[config.mk]
export PLATFORM = sky130hd
export DESIGN_NAME = fpm
export DESIGN_NICKNAME = d
export VERILOG_FILES = /design/src/fpm_ops_pkg.sv /design/src/fpm_exp_pkg.sv /design/src/fpm_opdec.sv /design/src/fpm_exp_adder.sv /design/src/fpm_fic.sv /design/src/fpm_indicators.sv /design/src/fpm.sv
export VERILOG_INCLUDE_DIRS = /design/src
export SDC_FILE = /design/constraint.sdc
export NUM_CORES = 1
export LEC_CHECK = 0
export ABC_AREA = 1
export BUFFER_PORTS_ARGS = -buffer_cell sky130_fd_sc_hd__buf_2
export CAP_MARGIN = 20
export CORE_MARGIN = 2
export CORE_UTILIZATION = 52
export DETAILED_ROUTE_END_ITERATION = 8
export PLACE_DENSITY = 0.74
export SYNTH_ARGS = -nofsm -noshare
export SYNTH_HDL_FRONTEND = slang
export SYNTH_SLANG_ARGS = --single-unit
[constraint.sdc]
create_clock -name wdtwtg_clk -period 3.1 [get_ports wdtwtg_clk]
set_input_delay 0.465 -clock wdtwtg_clk [delete_from_list [all_inputs] [get_ports wdtwtg_clk]]
set_output_delay 0.465 -clock wdtwtg_clk [all_outputs]
set_load 0.03 [all_outputs]
[src/fpm_settings.svh]
`ifndef FPM_SETTINGS_SVH
`define FPM_SETTINGS_SVH

// signed exponent width
`define FPM_EXP_W 8

// shift/step counter width
`define FPM_CNT_W 6

// exponent distance at which alignment shifts the whole mantissa out
`define FPM_FAR_LIMIT 40

// mantissa iterations for float multiply and divide
`define FPM_FLOAT_STEPS 40

// iterations for fixed multiply and divide
`define FPM_FIX_STEPS 16

`endif

[src/fpm_ops_pkg.sv]
package fpm_ops_pkg;

	// arithmetic instruction code whose top bit selects float
	typedef enum logic [2:0] {
		op_ad = 3'd0,
		op_sd = 3'd1,
		op_mw = 3'd2,
		op_dw = 3'd3,
		op_af = 3'd4,
		op_sf = 3'd5,
		op_mf = 3'd6,
		op_df = 3'd7
	} fpm_op_t;

	// operation classes tested by the rest of the unit
	typedef struct packed {
		// float add or subtract
		logic af_sf;
		// fixed or float multiply
		logic mw_mf;
		// fixed or float divide
		logic dw_df;
		// fixed add or subtract long
		logic ad_sd;
		// any float op
		logic ff;
		// any fixed op
		logic ss;
	} fpm_class_t;

endpackage

[src/fpm_exp_pkg.sv]
`include "fpm_settings.svh"

package fpm_exp_pkg;

	typedef logic signed [`FPM_EXP_W-1:0] exp_t;

	// D register with two guard bits above the exponent
	typedef logic signed [`FPM_EXP_W+1:0] exp_wide_t;

	typedef logic [`FPM_CNT_W-1:0] fic_cnt_t;

	typedef struct packed {
		logic g;
		logic wdt;
		logic wt;
		logic wc;
	} exp_ind_t;

	typedef struct packed {
		logic over;
		logic under;
	} fp_fault_t;

	// D register magnitude fits because D has spare bits
	function automatic exp_wide_t exp_mag(input exp_wide_t v);
		exp_wide_t m;
		if (v[$bits(exp_wide_t)-1]) begin
			m = -v;
		end else begin
			m = v;
		end
		return m;
	endfunction

endpackage

[src/fpm_opdec.sv]
`timescale 1ns/1ps

module fpm_opdec (
	input  logic                    wdtwtg_clk,
	input  logic                    _0_f,
	input  logic                    start,
	input  fpm_ops_pkg::fpm_op_t    ir,
	input  logic                    busy,
	output fpm_ops_pkg::fpm_class_t op_class
);
	import fpm_ops_pkg::*;

	fpm_op_t op_q;
	logic    fresh;
	logic    accept;

	// fresh covers the cycle right after a start, before busy rises
	assign accept = start & ~busy & ~fresh;

	always_ff @(posedge wdtwtg_clk or posedge _0_f) begin
		if (_0_f) begin
			op_q  <= op_ad;
			fresh <= 1'b0;
		end else begin
			fresh <= accept;
			if (accept) begin
				op_q <= ir;
			end
		end
	end

	// class flags follow the held instruction
	always_comb begin
		op_class.af_sf = (op_q == op_af) || (op_q == op_sf);
		op_class.mw_mf = (op_q == op_mw) || (op_q == op_mf);
		op_class.dw_df = (op_q == op_dw) || (op_q == op_df);
		op_class.ad_sd = (op_q == op_ad) || (op_q == op_sd);
		op_class.ff    = op_q[2];
		op_class.ss    = ~op_q[2];
	end

endmodule

[src/fpm_exp_adder.sv]
`timescale 1ns/1ps
`include "fpm_settings.svh"

module fpm_exp_adder (
	input  logic                    wdtwtg_clk,
	input  logic                    _0_f,
	input  logic                    start,
	input  logic                    busy,
	input  fpm_exp_pkg::exp_t       exp_a,
	input  fpm_exp_pkg::exp_t       exp_b,
	input  fpm_ops_pkg::fpm_class_t op_class,
	output fpm_exp_pkg::exp_wide_t  d_reg,
	output logic                    far,
	output logic                    sum_valid
);
	import fpm_exp_pkg::*;

	exp_t      a_reg;
	exp_t      b_reg;
	exp_t      b_bus;
	logic      b_full;
	logic      sub;
	logic      accept;
	exp_wide_t sum;
	exp_wide_t sum_mag;

	// b_full blocks a restart while the operands wait for the adder
	assign accept = start & ~busy & ~b_full;

	// operand latch at the start edge
	always_ff @(posedge wdtwtg_clk) begin
		if (accept) begin
			a_reg <= exp_a;
			b_reg <= exp_b;
		end
	end

	// true B for multiply, inverted B plus carry-in otherwise
	assign sub   = ~op_class.mw_mf;
	assign b_bus = sub ? ~b_reg : b_reg;

	// sign extended into the D width so over/underflow stays visible
	assign sum = exp_wide_t'(a_reg) + exp_wide_t'(b_bus) + exp_wide_t'(sub);

	assign sum_mag = exp_mag(sum);

	// one-cycle phase flags
	always_ff @(posedge wdtwtg_clk or posedge _0_f) begin
		if (_0_f) begin
			b_full    <= 1'b0;
			sum_valid <= 1'b0;
		end else begin
			b_full    <= accept;
			sum_valid <= b_full;
		end
	end

	// D register and far-difference flag
	always_ff @(posedge wdtwtg_clk) begin
		if (b_full) begin
			d_reg <= sum;
			far   <= sum_mag >= exp_wide_t'(`FPM_FAR_LIMIT);
		end
	end

	// one result strobe per accepted start
	a_sum_valid_pulse: assert property (
		@(posedge wdtwtg_clk) disable iff (_0_f)
		sum_valid |=> !sum_valid
	);

endmodule

[src/fpm_fic.sv]
`timescale 1ns/1ps

module fpm_fic (
	input  logic                  wdtwtg_clk,
	input  logic                  _0_f,
	input  logic                  fic_load,
	input  fpm_exp_pkg::fic_cnt_t fic_value,
	input  logic                  shift,
	output fpm_exp_pkg::fic_cnt_t fic,
	output logic                  fic_zero
);
	import fpm_exp_pkg::*;

	// load wins over a shift in the same cycle
	always_ff @(posedge wdtwtg_clk or posedge _0_f) begin
		if (_0_f) begin
			fic <= '0;
		end else if (fic_load) begin
			fic <= fic_value;
		end else if (shift && !fic_zero) begin
			fic <= fic - fic_cnt_t'(1);
		end
	end

	assign fic_zero = (fic == '0);

	// without a load the count never rises, so it cannot wrap from zero
	a_fic_no_wrap: assert property (
		@(posedge wdtwtg_clk) disable iff (_0_f)
		!fic_load |=> (fic <= $past(fic))
	);

endmodule

[src/fpm_indicators.sv]
`timescale 1ns/1ps
`include "fpm_settings.svh"

module fpm_indicators (
	input  logic                    wdtwtg_clk,
	input  logic                    _0_f,
	input  logic                    sum_valid,
	input  fpm_exp_pkg::exp_wide_t  d_reg,
	input  logic                    far,
	input  fpm_ops_pkg::fpm_class_t op_class,
	input  fpm_exp_pkg::exp_t       exp_a,
	input  fpm_exp_pkg::exp_t       exp_b,
	output fpm_exp_pkg::exp_ind_t   ind,
	output fpm_exp_pkg::fp_fault_t  fault,
	output fpm_exp_pkg::exp_t       exp_res,
	output logic                    fic_load,
	output fpm_exp_pkg::fic_cnt_t   fic_value,
	output logic                    done,
	output logic                    busy
);
	import fpm_exp_pkg::*;

	localparam int EXP_MAX = 2 ** (`FPM_EXP_W - 1) - 1;
	localparam int EXP_MIN = -(2 ** (`FPM_EXP_W - 1));

	exp_wide_t d_mag;
	logic      d_neg;
	logic      fl_arith;
	exp_ind_t  ind_d;
	fp_fault_t fault_d;
	exp_t      res_d;

	assign d_mag    = exp_mag(d_reg);
	assign d_neg    = d_reg[$bits(exp_wide_t)-1];
	// float multiply or divide
	assign fl_arith = op_class.ff & (op_class.mw_mf | op_class.dw_df);

	always_comb begin
		ind_d     = '0;
		fault_d   = '0;
		res_d     = '0;
		fic_value = fic_cnt_t'(`FPM_FIX_STEPS);
		if (op_class.af_sf) begin
			ind_d.g   = far;
			// negative difference shifts T right
			ind_d.wdt = d_neg;
			ind_d.wt  = far & ~d_neg;
			ind_d.wc  = far & d_neg;
			// larger exponent survives
			res_d     = d_neg ? exp_b : exp_a;
			if (far) begin
				fic_value = '0;
			end else begin
				fic_value = d_mag[`FPM_CNT_W-1:0];
			end
		end else if (fl_arith) begin
			fault_d.over  = d_reg > exp_wide_t'(EXP_MAX);
			fault_d.under = d_reg < exp_wide_t'(EXP_MIN);
			// low bits kept even when out of range
			res_d         = d_reg[`FPM_EXP_W-1:0];
			fic_value     = fic_cnt_t'(`FPM_FLOAT_STEPS);
		end
	end

	// counter loads on the same edge the indicators register
	assign fic_load = sum_valid;

	always_ff @(posedge wdtwtg_clk or posedge _0_f) begin
		if (_0_f) begin
			ind   <= '0;
			fault <= '0;
			done  <= 1'b0;
		end else begin
			done <= sum_valid;
			if (sum_valid) begin
				ind   <= ind_d;
				fault <= fault_d;
			end
		end
	end

	always_ff @(posedge wdtwtg_clk) begin
		if (sum_valid) begin
			exp_res <= res_d;
		end
	end

	assign busy = sum_valid | done;

	// result cannot sit in both T and C
	a_wt_wc_excl: assert property (
		@(posedge wdtwtg_clk) disable iff (_0_f)
		!(ind.wt && ind.wc)
	);

endmodule

[src/fpm.sv]
`timescale 1ns/1ps

module fpm (
	input  logic                   wdtwtg_clk,
	input  logic                   _0_f,
	input  logic                   start,
	input  fpm_ops_pkg::fpm_op_t   ir,
	input  fpm_exp_pkg::exp_t      exp_a,
	input  fpm_exp_pkg::exp_t      exp_b,
	input  logic                   shift,
	output logic                   done,
	output logic                   busy,
	output fpm_exp_pkg::exp_t      exp_res,
	output fpm_exp_pkg::exp_ind_t  ind,
	output fpm_exp_pkg::fp_fault_t fault,
	output fpm_exp_pkg::fic_cnt_t  fic,
	output logic                   fic_zero,
	output logic                   ff,
	output logic                   ss
);
	import fpm_ops_pkg::*;
	import fpm_exp_pkg::*;

	fpm_class_t op_class;
	exp_wide_t  d_reg;
	logic       far;
	logic       sum_valid;
	logic       fic_load;
	fic_cnt_t   fic_value;

	assign ff = op_class.ff;
	assign ss = op_class.ss;

	fpm_opdec opdec_i (
		.wdtwtg_clk (wdtwtg_clk),
		._0_f       (_0_f),
		.start      (start),
		.ir         (ir),
		.busy       (busy),
		.op_class   (op_class)
	);

	fpm_exp_adder exp_adder_i (
		.wdtwtg_clk (wdtwtg_clk),
		._0_f       (_0_f),
		.start      (start),
		.busy       (busy),
		.exp_a      (exp_a),
		.exp_b      (exp_b),
		.op_class   (op_class),
		.d_reg      (d_reg),
		.far        (far),
		.sum_valid  (sum_valid)
	);

	fpm_indicators indicators_i (
		.wdtwtg_clk (wdtwtg_clk),
		._0_f       (_0_f),
		.sum_valid  (sum_valid),
		.d_reg      (d_reg),
		.far        (far),
		.op_class   (op_class),
		.exp_a      (exp_a),
		.exp_b      (exp_b),
		.ind        (ind),
		.fault      (fault),
		.exp_res    (exp_res),
		.fic_load   (fic_load),
		.fic_value  (fic_value),
		.done       (done),
		.busy       (busy)
	);

	fpm_fic fic_i (
		.wdtwtg_clk (wdtwtg_clk),
		._0_f       (_0_f),
		.fic_load   (fic_load),
		.fic_value  (fic_value),
		.shift      (shift),
		.fic        (fic),
		.fic_zero   (fic_zero)
	);

endmodule

==> metrics.txt <==
post-DR wirelength/cell=14.66 microns; sequential element share of the synthesized area=0.4963; final hold slack=0.2862 ns; die area=6546 sq um; worst setup path end=exp_adder_i.far; Clk Tree Root Cell=clkbuf_8; flop and latch count out of synthesis=54; setup violators final=0; clock sinks=54; Setup TNS Final=0 ns; GP Congestion=0.8420; latest clock arrival within the worst-skew pair=0.30 ns; worst reg2reg startpoint=opdec_i.op_q[0]; Syn Nets=398; Ports=48; Slew @ Worst Pin=0.7683 ns; max-slew violations=0; EDFF count, synth=35; RSZ-0062 raised after global routing=false; pin count of the biggest net entering global routing=20; Reg2Reg Setup Slack=0.21 ns; post-route cell area=3511 sq um; Final ANT Viol Nets=0; Layout Utilization=0.6037; ys async rst share=0.3519; vias in the first global route=2385; DR WL met3=459 microns; die width=80.91 microns; Avg Cell Area, Syn=8.496 sq um; clock tree buffer depth=2; Diodes inserted=0; first-pass GRT wire length=11140 microns; Worst EP arrival=2.96 ns; Iter 0 DRT Violations=286; Final #Nets=450; crit share post-route=0.9336; CTS buffer count=5; drt total wl=7181 microns; crit end category=flip-flop; share of cells above drive strength 1=0.1711; via count=2606; initial antenna violation count=0; Port Buf Inserts=47; CP required=3.16 ns; leakage=1.702 nW; R2R cell count=17; Setup CP Type=reg -> reg; max layer used=met4; core footprint=5816 sq um; Worst slew margin=0.4872; HPWL after detailed placement=5473 microns; CTS clock-pin slew for the worst setup and hold paths=0.09 ns; die height=80.91 microns; Setup crit start=opdec_i.op_q[0]; max cap viols=0; gr usage total=0.2275; Yosys warnings=0; max reg flops=10; H-tree depth=2; Fin Clk Skew=0.003891 ns; Worst setup SP type=flip-flop; Worst R2R End=exp_adder_i.far; Starting Density=0.5288; Post-CTS Hold Fix Bufs=0; Netlist Area Pre-Place=3075 sq um; synth-to-layout area growth=14.16%; Metal-1 WL=3243 microns; DR vias/cell=5.318; WL met2=3393 microns; Most used DFF post-synth=edfxtp_1; Max Freq=345.5 MHz; row count=28; # DRC=0; Overflow after GRT=0; TritonRoute pass-1 iters=5; post-synth cell types=30; Post-DP Area=3401 sq um; CP max FO=9; CTS tree=done; status=finished, final reports clean; min Tclk post-route=2.894 ns; PD cells=1110 nW/um^2; Fin. Hold Viols=0; Min-Delay Path Class=in -> async; Synth Instances=362; Worst VDD drop=0.4578 mV
==> worst max-delay path, stage by stage (launching register included) <==
cell	delay (ns)
dfrtp_1	0.39
inv_2	0.11
nand2_8	0.10
xor2_1	0.16
ha_1	0.22
fa_1	0.53
ha_1	0.19
nand3_1	0.11
clkinv_1	0.09
nand3_1	0.10
nor2_1	0.13
nand3_1	0.10
nand2_2	0.10
nand2_1	0.06
nor2_1	0.10
nand2_1	0.06
nand2_1	0.06
nand3_1	0.06
==> final cells by class <==
class	count	area, sq um
clock buffers	8	105.1
fillers	528	2305
inverters	54	202.7
multi-input cells	247	1313
flip-flops and latches	54	1526
well taps	75	93.84
repair buffers	52	270.3
==> report_power, final <==
group | internal, mW | switching (mW) | leakage (nW)
registers | 1.05 | 0.155 | 0.570
logic | 0.710 | 1.55 | 1.08
clock network | 0.218 | 0.217 | 0.0541
total | 1.98 | 1.92 | 1.70
==> Yosys cell counts (2+ instances only) <==
cell type  count  area, sq um
ha_1          12        150.1
clkbuf_1       6        22.52
xor2_1        11        96.34
edfxtp_1      35         1051
nand2_1       91        341.6
o21ai_0       27        135.1
nand2_2        3        18.77
o22ai_1        8        50.05
a21oi_1        7        35.03
nor2_2         2        12.51
dfrtp_1       19        475.5
nand4_1        5        31.28
o21ai_1        2        10.01
nor3_1         2        10.01
a41oi_1        2        17.52
nand3_1       38        190.2
nor2_1        27        101.4
inv_1         52        195.2
nand3_2        2        20.02
==> worst min-delay path by stage <==
stage                                     end  cells after the start                 from  slack, ns
final                     indicators_i.ind[2]                      2                 _0_f       0.29
after global routing      indicators_i.ind[0]                      2                 _0_f       0.34
after CTS                 indicators_i.ind[2]                      2                 _0_f       0.29
after detailed placement  indicators_i.ind[3]                      2  indicators_i.ind[3]       0.46
after global placement    indicators_i.ind[2]                      2  indicators_i.ind[2]       0.46
after floorplan            exp_adder_i.b_full                      1                 _0_f       0.42
==> cell families after synthesis <==
group	count (synthesis)	share of synthesized area
compound gates	48	0.08503
xor+xnor	12	0.03417
fa+ha+maj	13	0.05533
buf+inv	61	0.07689
flops	54	0.4963
mux	1	0.003661
simple gates	173	0.2486
==> cells in the final DEF (no fill, tap or decap), drive strengths merged <==
master,Yosys,layout
nand2,95,95
inv,53,53
buf,1,51
nand3,40,40
edfxtp,35,35
nor2,30,30
o21ai,29,29
dfrtp,19,19
ha,12,12
xor2,11,11
clkbuf,6,9
o22ai,8,8
a21oi,7,7
nand4,5,5
nor3,2,2
a41oi,2,2
a21boi,1,1
clkinv,1,1
nand3b,1,1
xnor2,1,1
a31oi,1,1
mux2,1,1
fa,1,1
==> repair_timing <==
action	in CTS	in global routing
setup endpoints to repair	0	1
setup buffers	0	0
gates resized for setup	0	1
==> metal layers <==
layer / vias up / global-route usage
met5: - / 0
met4: 0 / 0.04576
met3: 10 / 0.04778
met2: 101 / 0.3802
met1: 1198 / 0.3086
li1: 1297 / -
==> metrics by stage <==
stage	power (mW)	instances	worst slack, ns
floorplan	2.880	362	0.4416
global placement	3.380	481	0.3163
detailed placement	3.441	481	0.1861
CTS	3.891	489	0.1556
global route	4.244	490	0.01169
finish	3.898	490	0.2057
Note: power is estimated with default switching activity, not from simulation.
